**src/design/uart_pkg.sv**
```systemverilog
package uart_pkg;

  // One byte on the serial line.
  typedef logic [7:0] uart_byte_t;

  typedef logic [31:0] uart_sum_t;  // Running byte sum, wraps modulo 2^32.

  // Fixed message, sent first byte first.
  localparam int msg_len = 13;
  typedef logic [3:0] msg_idx_t;    // Holds 0 to msg_len-1.

  // String literal packs 'H' into the top byte, newline into the bottom one.
  localparam logic [8*msg_len-1:0] msg_text = "Hello World!\n";

  localparam int tx_credits = 1;    // Byte slots in the transmitter.

  // Sender to transmitter request. Never refused, paced by credits.
  typedef struct packed {
    logic       valid;              // One cycle per byte handed over.
    uart_byte_t data;
  } tx_req_t;

  typedef enum logic [1:0] {
    hello_idle,                     // Waiting for a start pulse.
    hello_send,                     // Bytes left to hand over.
    hello_drain                     // Waiting for the last credit.
  } hello_state_t;

  typedef enum logic [1:0] {
    tx_idle,
    tx_start,
    tx_data,
    tx_stop
  } tx_state_t;

endpackage

```
**src/design/uart_tx.sv**
```systemverilog
`timescale 1ns/1ps

module uart_tx #(
  parameter int cycles_per_bit = 4          // Clocks per bit, 2 or more.
) (
  input  logic              clk,
  input  logic              rst_n,
  input  uart_pkg::tx_req_t i_req,          // Byte from the sender.
  output logic              o_credit,       // One credit back per frame.
  output logic              o_serial        // Line, idles high.
);
  import uart_pkg::*;

  localparam int cycle_bits = $clog2(cycles_per_bit);
  localparam logic [cycle_bits-1:0] cycle_max = cycle_bits'(cycles_per_bit - 1);

  tx_state_t             state;
  logic [cycle_bits-1:0] cycle;             // Countdown within the current bit.
  logic [2:0]            bit_idx;           // Data bit being sent.
  uart_byte_t            shreg;             // Holding slot, shifts out LSB first.
  logic                  bit_end;           // Last cycle of the current bit.

  assign bit_end  = cycle == '0;
  assign o_credit = (state == tx_stop) && bit_end;  // Slot is free from the next cycle.

  // Line level follows the state directly.
  always_comb begin
    case (state)
      tx_start: o_serial = 1'b0;
      tx_data:  o_serial = shreg[0];
      default:  o_serial = 1'b1;            // Idle and stop bit.
    endcase
  end

  always_ff @(posedge clk or negedge rst_n) begin
    if (!rst_n) begin
      state   <= tx_idle;
      cycle   <= '0;
      bit_idx <= '0;
    end else begin
      if (state != tx_idle) begin
        cycle <= bit_end ? cycle_max : cycle - 1'b1;
      end
      case (state)
        tx_idle: begin
          // Credits guarantee the slot is empty when valid arrives.
          if (i_req.valid) begin
            state <= tx_start;
            cycle <= cycle_max;
          end
        end
        tx_start: begin
          if (bit_end) begin
            state   <= tx_data;
            bit_idx <= '0;
          end
        end
        tx_data: begin
          if (bit_end) begin
            bit_idx <= bit_idx + 1'b1;
            if (bit_idx == 3'd7) state <= tx_stop;  // Eighth bit done.
          end
        end
        default: begin
          if (bit_end) state <= tx_idle;    // Stop bit over, credit goes back now.
        end
      endcase
    end
  end

  // Load on accept, shift at the end of each data bit.
  always_ff @(posedge clk) begin
    if (state == tx_idle && i_req.valid) begin
      shreg <= i_req.data;
    end else if (state == tx_data && bit_end) begin
      shreg <= shreg >> 1;
    end
  end

endmodule

```
**src/design/uart_rx.sv**
```systemverilog
`timescale 1ns/1ps

module uart_rx #(
  parameter int cycles_per_bit = 4            // Clocks per bit, 2 or more.
) (
  input  logic                 clk,
  input  logic                 rst_n,
  input  logic                 i_serial,      // Looped-back line.
  output uart_pkg::uart_byte_t o_data,
  output logic                 o_valid,       // High for one bit time per byte.
  output uart_pkg::uart_sum_t  o_sum
);
  import uart_pkg::*;

  localparam int cycle_bits = $clog2(cycles_per_bit);
  localparam logic [cycle_bits-1:0] cycle_max = cycle_bits'(cycles_per_bit - 1);
  localparam logic [3:0] cursor_max = 4'd9;   // Nine shifts per frame.

  logic [cycle_bits-1:0] cycle;               // Countdown to the next shift.
  logic [3:0]            cursor;              // Shifts left, zero when idle.
  uart_byte_t            buffer;
  uart_byte_t            shifted;             // Buffer after taking this sample.
  uart_sum_t             sum;
  logic                  step;                // A shift happens this cycle.

  // New sample enters at the top, so the first bit ends up at bit 0.
  assign shifted = {i_serial, buffer[7:1]};
  assign step    = (cycle == '0) && (cursor != '0);

  assign o_data  = buffer;
  assign o_valid = cursor == 4'd1;            // Byte complete, stop bit pending.
  assign o_sum   = sum;

  always_ff @(posedge clk or negedge rst_n) begin
    if (!rst_n) begin
      cycle  <= '0;
      cursor <= '0;
      sum    <= '0;
    end else if (cycle != '0) begin
      cycle <= cycle - 1'b1;
    end else if (cursor != '0) begin
      cycle  <= cycle_max;
      cursor <= cursor - 1'b1;
      // Last data bit lands, sum rises together with o_valid.
      if (cursor == 4'd2) sum <= sum + uart_sum_t'(shifted);
    end else if (!i_serial) begin
      cycle  <= cycle_max;                    // Start bit seen.
      cursor <= cursor_max;
    end
  end

  always_ff @(posedge clk) begin
    if (step) buffer <= shifted;
  end

endmodule

```
**src/design/uart_hello.sv**
```systemverilog
`timescale 1ns/1ps

module uart_hello (
  input  logic              clk,
  input  logic              rst_n,
  input  logic              i_start,    // Ignored while busy.
  input  logic              i_credit,   // One slot freed in the transmitter.
  output uart_pkg::tx_req_t o_req,
  output logic              o_busy,
  output logic              o_done      // Pulse on the last byte's credit.
);
  import uart_pkg::*;

  localparam int credit_bits = $clog2(tx_credits + 1);
  localparam logic [credit_bits-1:0] credit_full = credit_bits'(tx_credits);
  localparam msg_idx_t idx_last = msg_idx_t'(msg_len - 1);

  hello_state_t           state;
  logic [credit_bits-1:0] credits;      // Free slots in the transmitter.
  msg_idx_t               idx;          // Next byte to hand over.
  logic                   spend;        // Byte goes out this cycle.

  assign spend = (state == hello_send) && (credits != '0);

  // Byte 0 sits in the top byte of the packed text.
  assign o_req.valid = spend;
  assign o_req.data  = msg_text[8*(msg_len-1-int'(idx)) +: 8];

  assign o_busy = state != hello_idle;

  // Only one credit outstanding, and it is coming back now.
  assign o_done = (state == hello_drain) && i_credit &&
                  (credits == credit_full - 1'b1);

  always_ff @(posedge clk or negedge rst_n) begin
    if (!rst_n) begin
      state   <= hello_idle;
      credits <= credit_full;
      idx     <= '0;
    end else begin
      // Return and spend in one cycle cancel out.
      credits <= credits + credit_bits'(i_credit) - credit_bits'(spend);
      case (state)
        hello_idle: begin
          if (i_start) begin
            state <= hello_send;
            idx   <= '0;
          end
        end
        hello_send: begin
          if (spend) begin
            idx <= idx + 1'b1;
            if (idx == idx_last) state <= hello_drain;  // Last byte handed over.
          end
        end
        hello_drain: begin
          if (o_done) state <= hello_idle;
        end
        default: begin
          state <= hello_idle;
        end
      endcase
    end
  end

endmodule

```
**src/design/uart_top.sv**
```systemverilog
`timescale 1ns/1ps

module uart_top #(
  parameter int cycles_per_bit = 4         // Passed to both ends of the line.
) (
  input  logic                 clk,
  input  logic                 rst_n,
  input  logic                 i_start,    // Send the message once.
  output logic                 o_serial,   // Copy of the loopback line.
  output uart_pkg::uart_byte_t o_data,
  output logic                 o_valid,
  output uart_pkg::uart_sum_t  o_sum,
  output logic                 o_busy,
  output logic                 o_done
);
  import uart_pkg::*;

  tx_req_t req;                            // Sender to transmitter.
  logic    credit;                         // Transmitter back to sender.
  logic    line;                           // Serial loopback.

  assign o_serial = line;

  uart_hello hello0 (
    .clk      (clk),
    .rst_n    (rst_n),
    .i_start  (i_start),
    .i_credit (credit),
    .o_req    (req),
    .o_busy   (o_busy),
    .o_done   (o_done)
  );

  uart_tx #(.cycles_per_bit(cycles_per_bit)) tx0 (
    .clk      (clk),
    .rst_n    (rst_n),
    .i_req    (req),
    .o_credit (credit),
    .o_serial (line)
  );

  // Receiver listens on the transmitter's own line.
  uart_rx #(.cycles_per_bit(cycles_per_bit)) rx0 (
    .clk      (clk),
    .rst_n    (rst_n),
    .i_serial (line),
    .o_data   (o_data),
    .o_valid  (o_valid),
    .o_sum    (o_sum)
  );

endmodule

```
**config.mk**
```make
export PLATFORM = sky130hd
export DESIGN_NAME = uart_top
export DESIGN_NICKNAME = d
export VERILOG_FILES = /design/src/design/uart_pkg.sv /design/src/design/uart_tx.sv /design/src/design/uart_rx.sv /design/src/design/uart_hello.sv /design/src/design/uart_top.sv
export SDC_FILE = /design/constraint.sdc
export NUM_CORES = 1
export LEC_CHECK = 0
export ABC_CLOCK_PERIOD_IN_PS = 3700
export BUFFER_PORTS_ARGS = -buffer_cell sky130_fd_sc_hd__clkbuf_2
export CORE_ASPECT_RATIO = 0.8
export CORE_MARGIN = 10
export CORE_UTILIZATION = 51
export CTS_BUF_LIST = sky130_fd_sc_hd__clkbuf_8
export DETAILED_ROUTE_END_ITERATION = 16
export GPL_ROUTABILITY_DRIVEN = 0
export GPL_TIMING_DRIVEN = 0
export HOLD_SLACK_MARGIN = 0.15
export PLACE_DENSITY = 0.71
export SLEW_MARGIN = 0
export SYNTH_ARGS = -nofsm -noshare
export SYNTH_HDL_FRONTEND = slang
export SYNTH_HIERARCHICAL = 1
export SYNTH_SLANG_ARGS = --single-unit
```
**constraint.sdc**
```tcl
create_clock -name clk -period 3.7 [get_ports clk]
set_input_delay 0.37 -clock clk [delete_from_list [all_inputs] [get_ports clk]]
set_output_delay 0.37 -clock clk [all_outputs]
set_load 0.01 [all_outputs]
```
==> summary.md <==
| Metric | Value |
|---|---|
| Std-Cell Rows | 28 |
| Diodes inserted | 0 |
| Number of nets produced by synthesis | 422 |
| Fraction of the core area covered by cells at the end of the flow | 0.6130 |
| Switching part of the total | 0.2161 |
| Max Clock Freq | 0.2991 GHz |
| Switching power summed over all nets | 0.3191 mW |
| Number of library cell types mapped by synthesis | between 60 and 70 |
| Initial standard-cell utilization of the core | 0.5324 |
| Total Power Consumption | 1.476 mW |
| Iter 0 DRT Violations | 258 |
| Clock transition time at the flip-flop clock pins of the worst setup and hold paths | around 0.080 ns |
| YS warnings | 6 |
| Worst ir drop on vdd | between 0.0002 and 0.00025 V |
| Num ports | 47 |
| Share of synthesized flip-flops with an asynchronous set or reset | 0.7647 |
| Maximum buffer depth of the clock tree | 2 |
| Port Buffer Count | 46 |
| Detail-routed net length per standard cell | 15.67 um |
| Worst slew slack as a fraction of its limit | 0.4197 |
| Setup violators final | 0 |
| Power density normalized to cell area | 319.8 mW/mm^2 |
| Internal power | approximately 1.2 mW |
| Endpoint class of the critical path | flip-flop |
| Count of flip-flops with a built-in enable after synthesis | 16 |
| Total number of clock tree sinks | 68 |
| Height of the die | 99.31 um |
| Pin count of the biggest net entering global routing | 53 |
| Die X | between 100 and 150 um |
| Area of the mapped netlist | 0.004010 sq mm |
| First-pass iteration count of the detailed router | 5 |
| Reported max-cap violation count | 0 |
| Fill cell instance count of the final layout | 648 |
| Crit Path Class | reg2reg |
| Cells after Synth | 399 |
| Setup TNS Final | 0 ns |
| Post-layout min period | 3.343 ns |
| Final hold violations | 0 |
| Detailed Route WL | roughly 8900 um |
| Half-perimeter wire length after placement | 6325 um |
| Final count of pins violating max slew | 0 |
| Total via count after detailed routing | 3,179 |
| Vias in the first global route | 3,110 |
| Area of the core | approximately 0.0075 sq mm |
| Resized cells post-CTS | 0 |
| Die Outline Area | 0.01183 sq mm |
| Result of the run | finished clean |
| Inserted Clock Buffers | 9 |
| Post-route antenna net violation count | 0 |
| Critical Path AT | 3.55 ns |
| RSZ-0062 raised after global routing | false |
| H-tree levels | 3 |
| Slew at the pin closest to its max-slew limit | 0.8705 ns |
| Clock latency on the worst-skew pair | roughly 0.34 ns |
| CTS tree | done |
| Proportion of power drawn by combinational gates | 0.029 |
| Biggest fanout along the worst timing path | 10 |
| Share of the clock period used by the worst path | 0.9036 |
| Synth Flop Type | sky130_fd_sc_hd__dfrtp_1 |
| Static leakage | 2.163 nW |
| Initial antenna violation count | 0 |
| Proportion of power drawn by flip-flops and latches | 0.519 |
| Mean number of vias per cell | 5.597 |
| Wire length of the first global-routing pass | 15,080 um |
| Total track usage | 0.1523 |
| Final net count | 481 |
| Clock Root Buffer | sky130_fd_sc_hd__clkbuf_8 |
| GRT Residual Overflow | 0 |
| Setup skew after layout | 0.01004 ns |
| Layout cell share with drive strength beyond 1 | 0.2225 |
| Critical path required time | ~4 ns |
| DRC violations left | 0 |
| Synth Area per Inst | 10.05 sq um |
| Syn-to-layout area delta | 15.13% |
| Synthesis-stage register bit count | 68 |
| Startpoint Class | flip-flop |
| Part of the power in the clock network | 0.452 |
| HP Class | in2reg |
| Sequential element share of the synthesized area | 0.4446 |
-- cell families after synthesis --
family | count (synthesis) | synth area share
and+or+nand+nor | 124 | 0.1644
AOI/OAI and AO/OA | 92 | 0.1610
DFF | 68 | 0.4446
buffers and inverters | 48 | 0.05585
xor gates and xnor gates | 31 | 0.06771
adders and majority gates | 20 | 0.06428
muxes | 15 | 0.04119
other | 1 | 0.0009351
-- cells in the final DEF (no fill, tap or decap), drive strengths merged, types with 3 or more instances in the layout --
cell type / n
nand2: 31
nand3: 15
a22o: 3
ha: 19
nand2b: 7
clkbuf: 63
edfxtp: 16
xnor2: 9
dfrtp: 51
a211o: 4
o22ai: 3
nor2b: 3
a21oi: 14
xor2: 22
or2: 5
a21o: 5
o21ai: 22
nor3: 13
nor3b: 3
inv: 26
o211ai: 4
and2: 3
a211oi: 11
nand4: 6
a2111oi: 3
nor2: 21
mux2i: 3
buf: 17
a31oi: 7
nor4: 4
mux2: 12
-- metrics by stage --
stage / instances / instance area [sq um] / setup WS (ns) / hold WS, ns
finish: 568 / 4617 / 0.3566 / 0.2816
global route: 568 / 4617 / 0.06059 / 0.2844
CTS: 566 / 4587 / 0.3788 / 0.2641
detailed placement: 550 / 4372 / 0.4214 / 0.4651
global placement: 550 / 4372 / 0.4613 / 0.4505
floorplan: 399 / 4010 / 0.9179 / 0.07441
-- synth_stat cells, types with 4 or more instances --
cell                       number  area, sq um
sky130_fd_sc_hd__mux2_2        11        123.9
sky130_fd_sc_hd__a211oi_1      11        82.58
sky130_fd_sc_hd__nand4_1        6        37.54
sky130_fd_sc_hd__buf_4          5        37.54
sky130_fd_sc_hd__dfrtp_1       51         1276
sky130_fd_sc_hd__a21o_1         5        37.54
sky130_fd_sc_hd__o21ai_0       22        110.1
sky130_fd_sc_hd__a21oi_1       14        70.07
sky130_fd_sc_hd__nand2_1       30        112.6
sky130_fd_sc_hd__nor3_1        13        65.06
sky130_fd_sc_hd__buf_2          7        35.03
sky130_fd_sc_hd__nand3_1       14        70.07
sky130_fd_sc_hd__a31oi_1        7        43.79
sky130_fd_sc_hd__nor4_1         4        25.02
sky130_fd_sc_hd__inv_1         24        90.09
sky130_fd_sc_hd__clkbuf_1       8        30.03
sky130_fd_sc_hd__or2_2          4        25.02
sky130_fd_sc_hd__ha_1          19        237.7
sky130_fd_sc_hd__edfxtp_1      16        480.5
sky130_fd_sc_hd__nor2_1        21        78.83
sky130_fd_sc_hd__a211o_1        4        35.03
sky130_fd_sc_hd__xor2_1        22        192.7
sky130_fd_sc_hd__xnor2_1        9        78.83
sky130_fd_sc_hd__nand2b_1       6        37.54
sky130_fd_sc_hd__o211ai_1       4        30.03
-- power groups by stage --
stage,Combinational [mW],Clock (mW),Sequential [mW]
global placement,0.0391,0,0.781
CTS,0.0398,0.688,0.765
finish,0.0432,0.668,0.765
global route,0.0483,0.724,0.765
floorplan,0.0213,0,0.781
detailed placement,0.0397,0,0.781
-- sequential cells by signal, summed over array words and instances, names as in the netlist --
signal / flops
rx0/cycle: 2
hello0/state: 2
tx0/state: 2
rx0/o_sum: 32
rx0/o_data: 8
tx0/bit_idx: 3
tx0/shreg: 8
rx0/cursor: 4
tx0/cycle: 2
hello0/credits: 1
hello0/idx: 4
-- layout make-up --
class,instances,area [sq um],share of cell area
Multi-Input combinational cell,283,2003,0.4339
Sequential cell,68,1783,0.3862
Timing Repair Buffer,48,260.3,0.05637
Buffer,24,133.9,0.02900
Tap cell,105,131.4,0.02846
Clock buffer,9,123.9,0.02683
Clock inverter,7,91.34,0.01978
Inverter,24,90.09,0.01951
-- worst max-delay path: stages, from the launching register on --
cell	delay, ns
sky130_fd_sc_hd__dfrtp_1	0.42
sky130_fd_sc_hd__inv_1	0.10
sky130_fd_sc_hd__ha_1	0.14
sky130_fd_sc_hd__buf_2	0.21
sky130_fd_sc_hd__mux2i_1	0.59
sky130_fd_sc_hd__ha_1	0.42
sky130_fd_sc_hd__a21o_1	0.22
sky130_fd_sc_hd__a31oi_1	0.32
sky130_fd_sc_hd__clkbuf_1	0.43
sky130_fd_sc_hd__a211oi_1	0.18
sky130_fd_sc_hd__xor2_1	0.18
-- final timing paths --
kind	from	slack (ns)	endpoint	cells after the start
setup / recovery	tx0/state[0]	0.36	rx0/o_sum[17]	10
hold / removal	i_start	0.28	hello0/state[0]	3
setup reg to reg	tx0/state[0]	0.36	rx0/o_sum[17]	10
hold reg to reg	tx0/cycle[0]	0.48	tx0/cycle[0]	1
max in group asynchronous	rst_n	2.45	hello0/credits	3
min in group asynchronous	rst_n	0.58	rx0/o_sum[3]	2
-- metal layers --
layer	GRT usage	vias to the layer above	share of wire
met5	0	-	0
met4	0.04592	0	0.013
met3	0.05028	12	0.068
met2	0.2357	96	0.44
met1	0.1983	1517	0.47
li1	-	1554	-
-- repair_timing --
| item | 4_1_cts | 5_1_grt |
|---|---|---|
| hold buffers | 0 | 1 |
| endpoints found under the setup margin | 0 | 0 |
| setup buffers | 0 | 0 |
| endpoints found under the hold margin | 0 | 26 |
(Power assumes the default switching activity.)
